**src/include/gmii_rx_consts.svh**
```systemverilog
// gmii receive constants: word width, timestamp width, fifo depth, start delay, minimum length

`ifndef GMII_RX_CONSTS_SVH
`define GMII_RX_CONSTS_SVH

// one byte plus the frame mark bit
`define GMII_RX_WORD_W 9

// timer and timestamp width
`define GMII_RX_TS_W 19

// words per channel fifo, power of two
`define GMII_RX_FIFO_DEPTH 64

// non-empty cycles a granted reader waits before reading the head
`define GMII_RX_START_DELAY 3

// bursts shorter than this never reach the fifo
`define GMII_RX_MIN_LEN 2

`endif

```
**src/hw/gmii_rx_pkg.sv**
```systemverilog
// gmii receive package: word, timestamp and port types, fsm enums, reader and merger beats

`default_nettype none

`include "gmii_rx_consts.svh"

package gmii_rx_pkg;

        // mark bit sits above the byte
        typedef logic [`GMII_RX_WORD_W-1:0] frame_word_t;
        typedef logic [`GMII_RX_TS_W-1:0]   rx_ts_t;
        typedef logic [0:0]                 port_id_t;

        typedef enum logic [2:0] {
                RD_IDLE    = 3'd0,
                RD_HEAD    = 3'd1,
                RD_TRAN    = 3'd2,
                RD_DISCARD = 3'd3,
                RD_UFLOW   = 3'd4
        } rd_state_e;

        typedef enum logic {
                MG_IDLE = 1'b0,
                MG_HOLD = 1'b1
        } mg_state_e;

        // one reader output word, ts only set on the head
        typedef struct packed {
                logic        wr;
                frame_word_t word;
                rx_ts_t      ts;
                logic        tail;
                logic        underflow;
        } rx_beat_s;

        typedef struct packed {
                port_id_t port;
                rx_beat_s beat;
        } mrg_beat_s;

endpackage

`default_nettype wire

```
**src/hw/gmii_rx_reader.sv**
```systemverilog
// frame reader: start delay, head check, receive timestamp, tail detect, underflow recovery

`timescale 1ns/1ps
`default_nettype none

`include "gmii_rx_consts.svh"

module gmii_rx_reader
        import gmii_rx_pkg::*;
(
        input  wire logic        i_clk,
        input  wire logic        i_rst_n,
        input  wire frame_word_t i_word,
        input  wire logic        i_empty,
        input  wire rx_ts_t      i_timer,
        input  wire logic        i_grant,
        output logic             o_rd,
        output logic             o_req,
        output rx_beat_s         o_beat
);

        localparam int DLY = `GMII_RX_START_DELAY;
        localparam int CW  = $clog2(DLY + 1);
        localparam frame_word_t UFLOW_WORD = {1'b1, {(`GMII_RX_WORD_W - 1){1'b0}}};

        rd_state_e     state;
        logic [CW-1:0] dly_cnt;
        // fifo output holds a freshly read word
        logic          word_vld;
        logic          mark;

        assign mark  = i_word[`GMII_RX_WORD_W-1];
        assign o_req = (state == RD_IDLE) && !i_empty;

        ////////////////////////////////////////////////////////////////////////////
        // read strobe, never issued against an empty fifo
        ////////////////////////////////////////////////////////////////////////////

        always_comb begin
                case (state)
                        // head read goes out in the last delay cycle
                        RD_IDLE: o_rd = i_grant && !i_empty && (dly_cnt == CW'(DLY - 1));
                        RD_HEAD: o_rd = !i_empty;
                        // stop once the visible word carries a mark
                        RD_TRAN, RD_DISCARD, RD_UFLOW: o_rd = !i_empty && !(word_vld && mark);
                        default: o_rd = 1'b0;
                endcase
        end

        ////////////////////////////////////////////////////////////////////////////
        // fsm and output beat
        ////////////////////////////////////////////////////////////////////////////

        always_ff @(posedge i_clk or negedge i_rst_n) begin
                if (!i_rst_n) begin
                        state    <= RD_IDLE;
                        dly_cnt  <= '0;
                        word_vld <= 1'b0;
                        o_beat   <= '0;
                end else begin
                        word_vld <= o_rd;
                        o_beat   <= '0;
                        case (state)
                                RD_IDLE: begin
                                        if (i_grant && !i_empty) begin
                                                if (dly_cnt == CW'(DLY - 1)) begin
                                                        dly_cnt <= '0;
                                                        state   <= RD_HEAD;
                                                end else begin
                                                        dly_cnt <= dly_cnt + 1'b1;
                                                end
                                        end else begin
                                                dly_cnt <= '0;
                                        end
                                end
                                RD_HEAD: begin
                                        if (word_vld && mark) begin
                                                o_beat.wr   <= 1'b1;
                                                o_beat.word <= i_word;
                                                o_beat.ts   <= i_timer;
                                                state       <= RD_TRAN;
                                        end else begin
                                                // body word without a head, drop to its tail
                                                state <= RD_DISCARD;
                                        end
                                end
                                RD_TRAN: begin
                                        o_beat.wr <= 1'b1;
                                        if (!word_vld) begin
                                                // fifo ran dry mid-frame, close with a forced mark
                                                o_beat.word      <= UFLOW_WORD;
                                                o_beat.underflow <= 1'b1;
                                                state            <= RD_UFLOW;
                                        end else begin
                                                o_beat.word <= i_word;
                                                if (mark) begin
                                                        o_beat.tail <= 1'b1;
                                                        state       <= RD_IDLE;
                                                end
                                        end
                                end
                                RD_DISCARD, RD_UFLOW: begin
                                        if (word_vld && mark) begin
                                                state <= RD_IDLE;
                                        end
                                end
                                default: state <= RD_IDLE;
                        endcase
                end
        end

endmodule

`default_nettype wire

```
**src/hw/gmii_rx_top.sv**
```systemverilog
// two-port gmii receive front end: writer, fifo and reader per port, then the frame merger

`timescale 1ns/1ps
`default_nettype none

module gmii_rx_top
        import gmii_rx_pkg::*;
(
        input  wire logic       i_clk,
        input  wire logic       i_rst_n,
        input  wire logic [7:0] i_rxd0,
        input  wire logic       i_rx_dv0,
        input  wire logic [7:0] i_rxd1,
        input  wire logic       i_rx_dv1,
        input  wire rx_ts_t     i_timer,
        output mrg_beat_s       o_out
);

        ////////////////////////////////////////////////////////////////////////////
        // port 0
        ////////////////////////////////////////////////////////////////////////////

        logic        wr0, empty0, rd0, req0, grant0;
        frame_word_t wword0, rword0;
        rx_beat_s    beat0;

        gmii_rx_writer u_writer0 (.i_clk, .i_rst_n, .i_rxd(i_rxd0), .i_rx_dv(i_rx_dv0),
                .o_wr(wr0), .o_word(wword0));
        rx_fifo u_fifo0 (.i_clk, .i_rst_n, .i_wr(wr0), .i_word(wword0), .i_rd(rd0),
                .o_word(rword0), .o_empty(empty0));
        gmii_rx_reader u_reader0 (.i_clk, .i_rst_n, .i_word(rword0), .i_empty(empty0),
                .i_timer, .i_grant(grant0), .o_rd(rd0), .o_req(req0), .o_beat(beat0));

        ////////////////////////////////////////////////////////////////////////////
        // port 1
        ////////////////////////////////////////////////////////////////////////////

        logic        wr1, empty1, rd1, req1, grant1;
        frame_word_t wword1, rword1;
        rx_beat_s    beat1;

        gmii_rx_writer u_writer1 (.i_clk, .i_rst_n, .i_rxd(i_rxd1), .i_rx_dv(i_rx_dv1),
                .o_wr(wr1), .o_word(wword1));
        rx_fifo u_fifo1 (.i_clk, .i_rst_n, .i_wr(wr1), .i_word(wword1), .i_rd(rd1),
                .o_word(rword1), .o_empty(empty1));
        gmii_rx_reader u_reader1 (.i_clk, .i_rst_n, .i_word(rword1), .i_empty(empty1),
                .i_timer, .i_grant(grant1), .o_rd(rd1), .o_req(req1), .o_beat(beat1));

        // frame-level arbitration of both channels
        rx_frame_merge u_merge (.i_clk, .i_rst_n, .i_req0(req0), .i_req1(req1),
                .i_beat0(beat0), .i_beat1(beat1), .o_grant0(grant0), .o_grant1(grant1),
                .o_out);

endmodule

`default_nettype wire

```
**src/hw/gmii_rx_writer.sv**
```systemverilog
// gmii frame writer: receive byte stream to marked 9-bit fifo words via a one-byte hold

`timescale 1ns/1ps
`default_nettype none

`include "gmii_rx_consts.svh"

module gmii_rx_writer
        import gmii_rx_pkg::*;
(
        input  wire logic       i_clk,
        input  wire logic       i_rst_n,
        input  wire logic [7:0] i_rxd,
        input  wire logic       i_rx_dv,
        output logic            o_wr,
        output frame_word_t     o_word
);

        localparam int MIN_LEN = `GMII_RX_MIN_LEN;
        localparam int CW      = $clog2(MIN_LEN + 1);

        // byte seen last cycle, emitted one cycle late
        logic [7:0]    hold_byte;
        // bytes in the current burst, saturates at the minimum length
        logic [CW-1:0] burst_cnt;
        logic          head;
        logic          tail;

        always_ff @(posedge i_clk) begin
                if (i_rx_dv) begin
                        hold_byte <= i_rxd;
                end
        end

        always_ff @(posedge i_clk or negedge i_rst_n) begin
                if (!i_rst_n) begin
                        burst_cnt <= '0;
                end else if (!i_rx_dv) begin
                        burst_cnt <= '0;
                end else if (burst_cnt != CW'(MIN_LEN)) begin
                        burst_cnt <= burst_cnt + 1'b1;
                end
        end

        // first byte of the burst is the one held with count one
        assign head = (burst_cnt == CW'(1));
        // dv has dropped, so the held byte is the last one
        assign tail = !i_rx_dv;

        // a short burst only ever risks its held first byte
        assign o_wr   = (burst_cnt != '0) && (i_rx_dv || burst_cnt == CW'(MIN_LEN));
        assign o_word = {head | tail, hold_byte};

endmodule

`default_nettype wire

```
**src/hw/rx_fifo.sv**
```systemverilog
// frame word fifo: circular buffer, wrap-bit pointers, registered read data, empty flag

`timescale 1ns/1ps
`default_nettype none

`include "gmii_rx_consts.svh"

module rx_fifo
        import gmii_rx_pkg::*;
#(
        parameter int DEPTH = `GMII_RX_FIFO_DEPTH
) (
        input  wire logic        i_clk,
        input  wire logic        i_rst_n,
        input  wire logic        i_wr,
        input  wire frame_word_t i_word,
        input  wire logic        i_rd,
        output frame_word_t      o_word,
        output logic             o_empty
);

        localparam int AW = $clog2(DEPTH);

        frame_word_t mem [DEPTH];
        // extra top bit tells a full wrap from empty
        logic [AW:0] wptr;
        logic [AW:0] rptr;

        assign o_empty = (wptr == rptr);

        always_ff @(posedge i_clk) begin
                if (i_wr) begin
                        mem[wptr[AW-1:0]] <= i_word;
                end
        end

        // read data holds until the next accepted read
        always_ff @(posedge i_clk) begin
                if (i_rd && !o_empty) begin
                        o_word <= mem[rptr[AW-1:0]];
                end
        end

        always_ff @(posedge i_clk or negedge i_rst_n) begin
                if (!i_rst_n) begin
                        wptr <= '0;
                        rptr <= '0;
                end else begin
                        if (i_wr) begin
                                wptr <= wptr + 1'b1;
                        end
                        if (i_rd && !o_empty) begin
                                rptr <= rptr + 1'b1;
                        end
                end
        end

endmodule

`default_nettype wire

```
**src/hw/rx_frame_merge.sv**
```systemverilog
// frame merger: round-robin frame-level grant of two readers and registered tagged output

`timescale 1ns/1ps
`default_nettype none

module rx_frame_merge
        import gmii_rx_pkg::*;
(
        input  wire logic     i_clk,
        input  wire logic     i_rst_n,
        input  wire logic     i_req0,
        input  wire logic     i_req1,
        input  wire rx_beat_s i_beat0,
        input  wire rx_beat_s i_beat1,
        output logic          o_grant0,
        output logic          o_grant1,
        output mrg_beat_s     o_out
);

        mg_state_e state;
        // channel holding the grant
        port_id_t  cur;
        // channel preferred when both request
        port_id_t  prio;
        rx_beat_s  sel;

        assign sel      = (cur == 1'b1) ? i_beat1 : i_beat0;
        assign o_grant0 = (state == MG_HOLD) && (cur == 1'b0);
        assign o_grant1 = (state == MG_HOLD) && (cur == 1'b1);

        always_ff @(posedge i_clk or negedge i_rst_n) begin
                if (!i_rst_n) begin
                        state <= MG_IDLE;
                        cur   <= '0;
                        prio  <= '0;
                        o_out <= '0;
                end else begin
                        o_out <= '0;
                        case (state)
                                MG_IDLE: begin
                                        if (i_req0 || i_req1) begin
                                                state <= MG_HOLD;
                                                if (i_req0 && i_req1) begin
                                                        cur <= prio;
                                                end else begin
                                                        cur <= port_id_t'(i_req1);
                                                end
                                        end
                                end
                                MG_HOLD: begin
                                        if (sel.wr) begin
                                                o_out <= '{port: cur, beat: sel};
                                        end
                                        // frame closed, hand priority to the other port
                                        if (sel.wr && (sel.tail || sel.underflow)) begin
                                                state <= MG_IDLE;
                                                prio  <= ~cur;
                                        end
                                end
                                default: state <= MG_IDLE;
                        endcase
                end
        end

endmodule

`default_nettype wire

```
**config.mk**
```make
export PLATFORM = sky130hd
export DESIGN_NAME = gmii_rx_top
export DESIGN_NICKNAME = d
export VERILOG_FILES = /design/src/hw/gmii_rx_pkg.sv /design/src/hw/gmii_rx_reader.sv /design/src/hw/gmii_rx_top.sv /design/src/hw/gmii_rx_writer.sv /design/src/hw/rx_fifo.sv /design/src/hw/rx_frame_merge.sv
export VERILOG_INCLUDE_DIRS = /design/src /design/src/include
export SDC_FILE = /design/constraint.sdc
export NUM_CORES = 1
export LEC_CHECK = 0
export ABC_AREA = 1
export BUFFER_PORTS_ARGS = -buffer_cell sky130_fd_sc_hd__buf_2
export CORE_AREA = 3 3 474 476
export CTS_CLUSTER_SIZE = 20
export DETAILED_ROUTE_END_ITERATION = 10
export DIE_AREA = 0 0 477 479
export REMOVE_ABC_BUFFERS = 1
export SYNTH_ARGS = -nofsm -noshare
export SYNTH_HDL_FRONTEND = slang
export SYNTH_SLANG_ARGS = --single-unit
```
**constraint.sdc**
```tcl
create_clock -name i_clk -period 2.6 [get_ports i_clk]
set_input_delay 0.13 -clock i_clk [delete_from_list [all_inputs] [get_ports i_clk]]
set_output_delay 0.13 -clock i_clk [all_outputs]
set_load 0.02 [all_outputs]
```
==> summary.md <==
| Metric | Value |
|---|---|
| Status | `completed` |
| Critical path class | `reg -> reg` |
| Worst relative slew slack | `0.372` |
| Area contributors post-synth | `edfxtp_1 65%, nand2_1 9.4%, dfrtp_1 6.4%` |
| Vias in the first global route | `36300` |
| Peak supply drop | `0.000673 V` |
| Routed wire length | `146 mm` |
| Synth unique cells | `41` |
| Filler cells | `22600` |
| Tot Pwr | `68.5 mW` |
| Port Buffers | `70` |
| Drt wl/cell | `17.4 microns` |
| Detailed placement HPWL | `88.0 mm` |
| Final Cycle Share | `0.914` |
| GR peak layer | `met2` |
| XOR/XNOR Fraction of Synth Area | `0.00414` |
| Commonest non-fill, non-tap cell in the layout | `nand2_1` |
| Core footprint | `221000 sq um` |
| Clock buffer depth | `3` |
| Post-CTS Setup Inserts | `0` |
| Critical path launch point type | `register` |
| GRT Total Usage | `0.125` |
| Worst path cell trace | `inv_8 -> buf_4 -> buf_4 -> nand2_1 -> nand3_1 -> nand3_1 -> nand3_1 -> nand3_1 -> nand3_1 -> nand2_1` |
| # diodes | `0` |
| Routability Congestion | `0.871` |
| Synthesized instance count | `5064` |
| Met1 Resource Use GR | `0.166` |
| Die Y | `479 microns` |
| Most used cell, CP | `nand3_1` |
| Flops & latches, synth | `1327` |
| Max-cap violations | `0` |
| Yosys top cell area share | `0.647` |
| Seq/Total Area, Yosys | `0.711` |
| CTS resizes | `0` |
| Hold Crit Class | `in -> reg` |
| Width of the die | `477 microns` |
| Dpl ws | `0.250 ns` |
| Power Density | `1050 nW/um^2` |
| WP data arrival | `2.88 ns` |
| Clock buffer count from CTS | `140` |
| Slew @ Worst Pin | `0.942 ns` |
| Mapped cell area | `55100 sq um` |
| Fin. Hold Viols | `0` |
| Cell taking the most area after synthesis | `edfxtp_1` |
| Max Clk Rate | `421 MHz` |
| Post-Synth Simple-Gate Area | `0.194` |
| Layout cells sized above 1 | `0.106` |
| RSZ-0062 raised after global routing | `no` |
| # DRC | `0` |
| IO Pins | `71` |
| Largest net degree at the start of global routing | `84` |
| Reg clk slew, reported paths | `0.06 ns` |
| Die ar. | `228000 sq um` |
| Synth-to-Final Area Change | `18.8%` |
| Clock Latency Late Sink | `0.78 ns` |
| Post-route setup TNS | `0 ns` |
| Clock Sinks | `1327` |
| Clock skew | `0.0355 ns` |
| Adder-cell share of the synthesized area | `0.00182` |
| Max-slew violation count | `0` |
| First-pass GRT wire length | `223 mm` |
| Syn avg cell area | `10.9 sq um` |
| Complex-gate fraction of the synthesized area | `0.0372` |
| Critical path's top delay family | `simple AND/OR/NAND/NOR gates` |
| Initial Utilization | `0.249` |
| Most frequent cells in the layout | `1382 x nand2_1, 1186 x edfxtp_1, 737 x nor2_1` |
| Drt pass-1 iters | `5` |
| Clk root buf | `clkbuf_16` |
| Final Setup Violations | `0` |
| Post-DRT Antenna Nets | `0` |
| Max FO, Critical Path | `31` |
| Fin nets | `5372` |
| CP Buf/Inv Count | `3` |
| Worst Path Required | `3.11 ns` |
| Global routing usage on met3 | `0.0210` |
| CTS tree | `yes` |
| Main combinational cell family by area after synthesis | `simple AND/OR/NAND/NOR gates` |
| GR Overflow Total | `0` |
| Vias per cell | `4.38` |
| Iteration-0 DRC Markers | `3766` |
| CP peak stage delay | `0.56 ns` |
| Final worst slack | `0.222 ns` |
| Vias after detailed routing | `36900` |
| Initial antenna violation count | `1` |
| GR Util met2 | `0.208` |
| Layout Utilization | `0.295` |
| Post-CTS Hold Fix Bufs | `43` |
| Synth warn | `0` |
| Final worst path period need | `2.38 ns` |
| CTS H-tree lvls | `4` |
| Std-Cell Rows | `173` |
| Slowest cell on the critical path | `dfrtp_4` |
| CP endpoint kind | `register` |
| Leak | `25.1 nW` |
| Mux cell area share after synthesis | `0.000364` |
## report_power, final
part           total [mW]  internal [mW]  leakage (nW)  switching, mW
registers            25.9           25.0          12.5          0.958
logic                22.4           6.56          10.3           15.9
clock network        20.1           11.6          2.25           8.54
total                68.5           43.1          25.1           25.4
## cells in the mapped netlist, drive strengths merged
| master | count |
|---|---|
| nor2 | 740 |
| edfxtp | 1186 |
| o21ai | 285 |
| o22ai | 9 |
| or2 | 14 |
| nand3 | 503 |
| o21bai | 1 |
| nand2 | 1386 |
| o21a | 2 |
| clkbuf | 57 |
| clkinv | 1 |
| nand3b | 1 |
| a31oi | 2 |
| dfrtp | 141 |
| buf | 202 |
| a211oi | 3 |
| o211ai | 11 |
| inv | 391 |
| a21oi | 79 |
| xnor2 | 7 |
| nor3 | 8 |
| mux2i | 2 |
| ha | 8 |
| nor4 | 2 |
| a21boi | 1 |
| o2111ai | 1 |
| xor2 | 19 |
| nand4 | 2 |
## cells by family (layout without fill, tap and decap cells)
kind of cell,Yosys count,in the layout
AO/OA/AOI/OAI,394,394
XOR/XNOR,26,26
adder cells (fa/ha/maj),8,8
buffers and inverters,651,1027
flip-flops,1327,1327
multiplexers,2,2
AND/OR/NAND/NOR,2656,2656
## worst paths after layout
kind	startpoint	endpoint	slack (ns)	cells past startpoint
min in group asynchronous	i_rst_n	u_fifo0.wptr[3]	0.50	4
min reg2reg	u_fifo0.wptr[6]	u_fifo0.wptr[6]	0.49	1
max	u_fifo1.rptr[0]	u_fifo1.o_word[8]	0.22	10
max in group asynchronous	i_rst_n	u_fifo1.rptr[0]	1.70	4
max reg2reg	u_fifo1.rptr[0]	u_fifo1.o_word[8]	0.22	10
min	i_rxd0[2]	u_writer0.hold_byte[2]	0.06	2
## through the flow
step           instances  hold WS, ns  cell area [sq um]
5_1_grt             8415       0.0442              65400
2_1_floorplan       4805       -0.166              53700
3_5_place_dp        8115       0.0431              60300
6_report            8415       0.0638              65400
4_1_cts             8415      0.00569              65400
3_3_place_gp        8115       0.0408              60300
## flip-flops by register name, indices dropped and copies added, names as in the netlist, 7 cells and up
name and cells:
u_fifo0.rptr 7, u_writer0.hold_byte 8, u_fifo1.o_word 9, u_reader0.o_beat 31, u_fifo1.mem 576, u_fifo1.rptr 7
u_merge.o_out 32, u_fifo0.wptr 7, u_fifo1.wptr 7, u_fifo0.mem 576, u_fifo0.o_word 9, u_reader1.o_beat 31
u_writer1.hold_byte 8
## metal layers
metal | vias up | share of wire
met4 | 0 | 0.027
met5 | - | 0
met2 | 1205 | 0.48
li1 | 17400 | -
met3 | 247 | 0.062
met1 | 18000 | 0.43
## area by class of cell
class	instances	area [sq um]	area share
tap	2975	3720	0.0569
clock buffer	193	3840	0.0587
sequential	1327	39200	0.599
inverter	392	1490	0.0228
timing repair buffer	378	3310	0.0506
multi-input combinational	3086	13100	0.200
clock inverter	64	815	0.0125
Power figures use the tool's default switching activity.
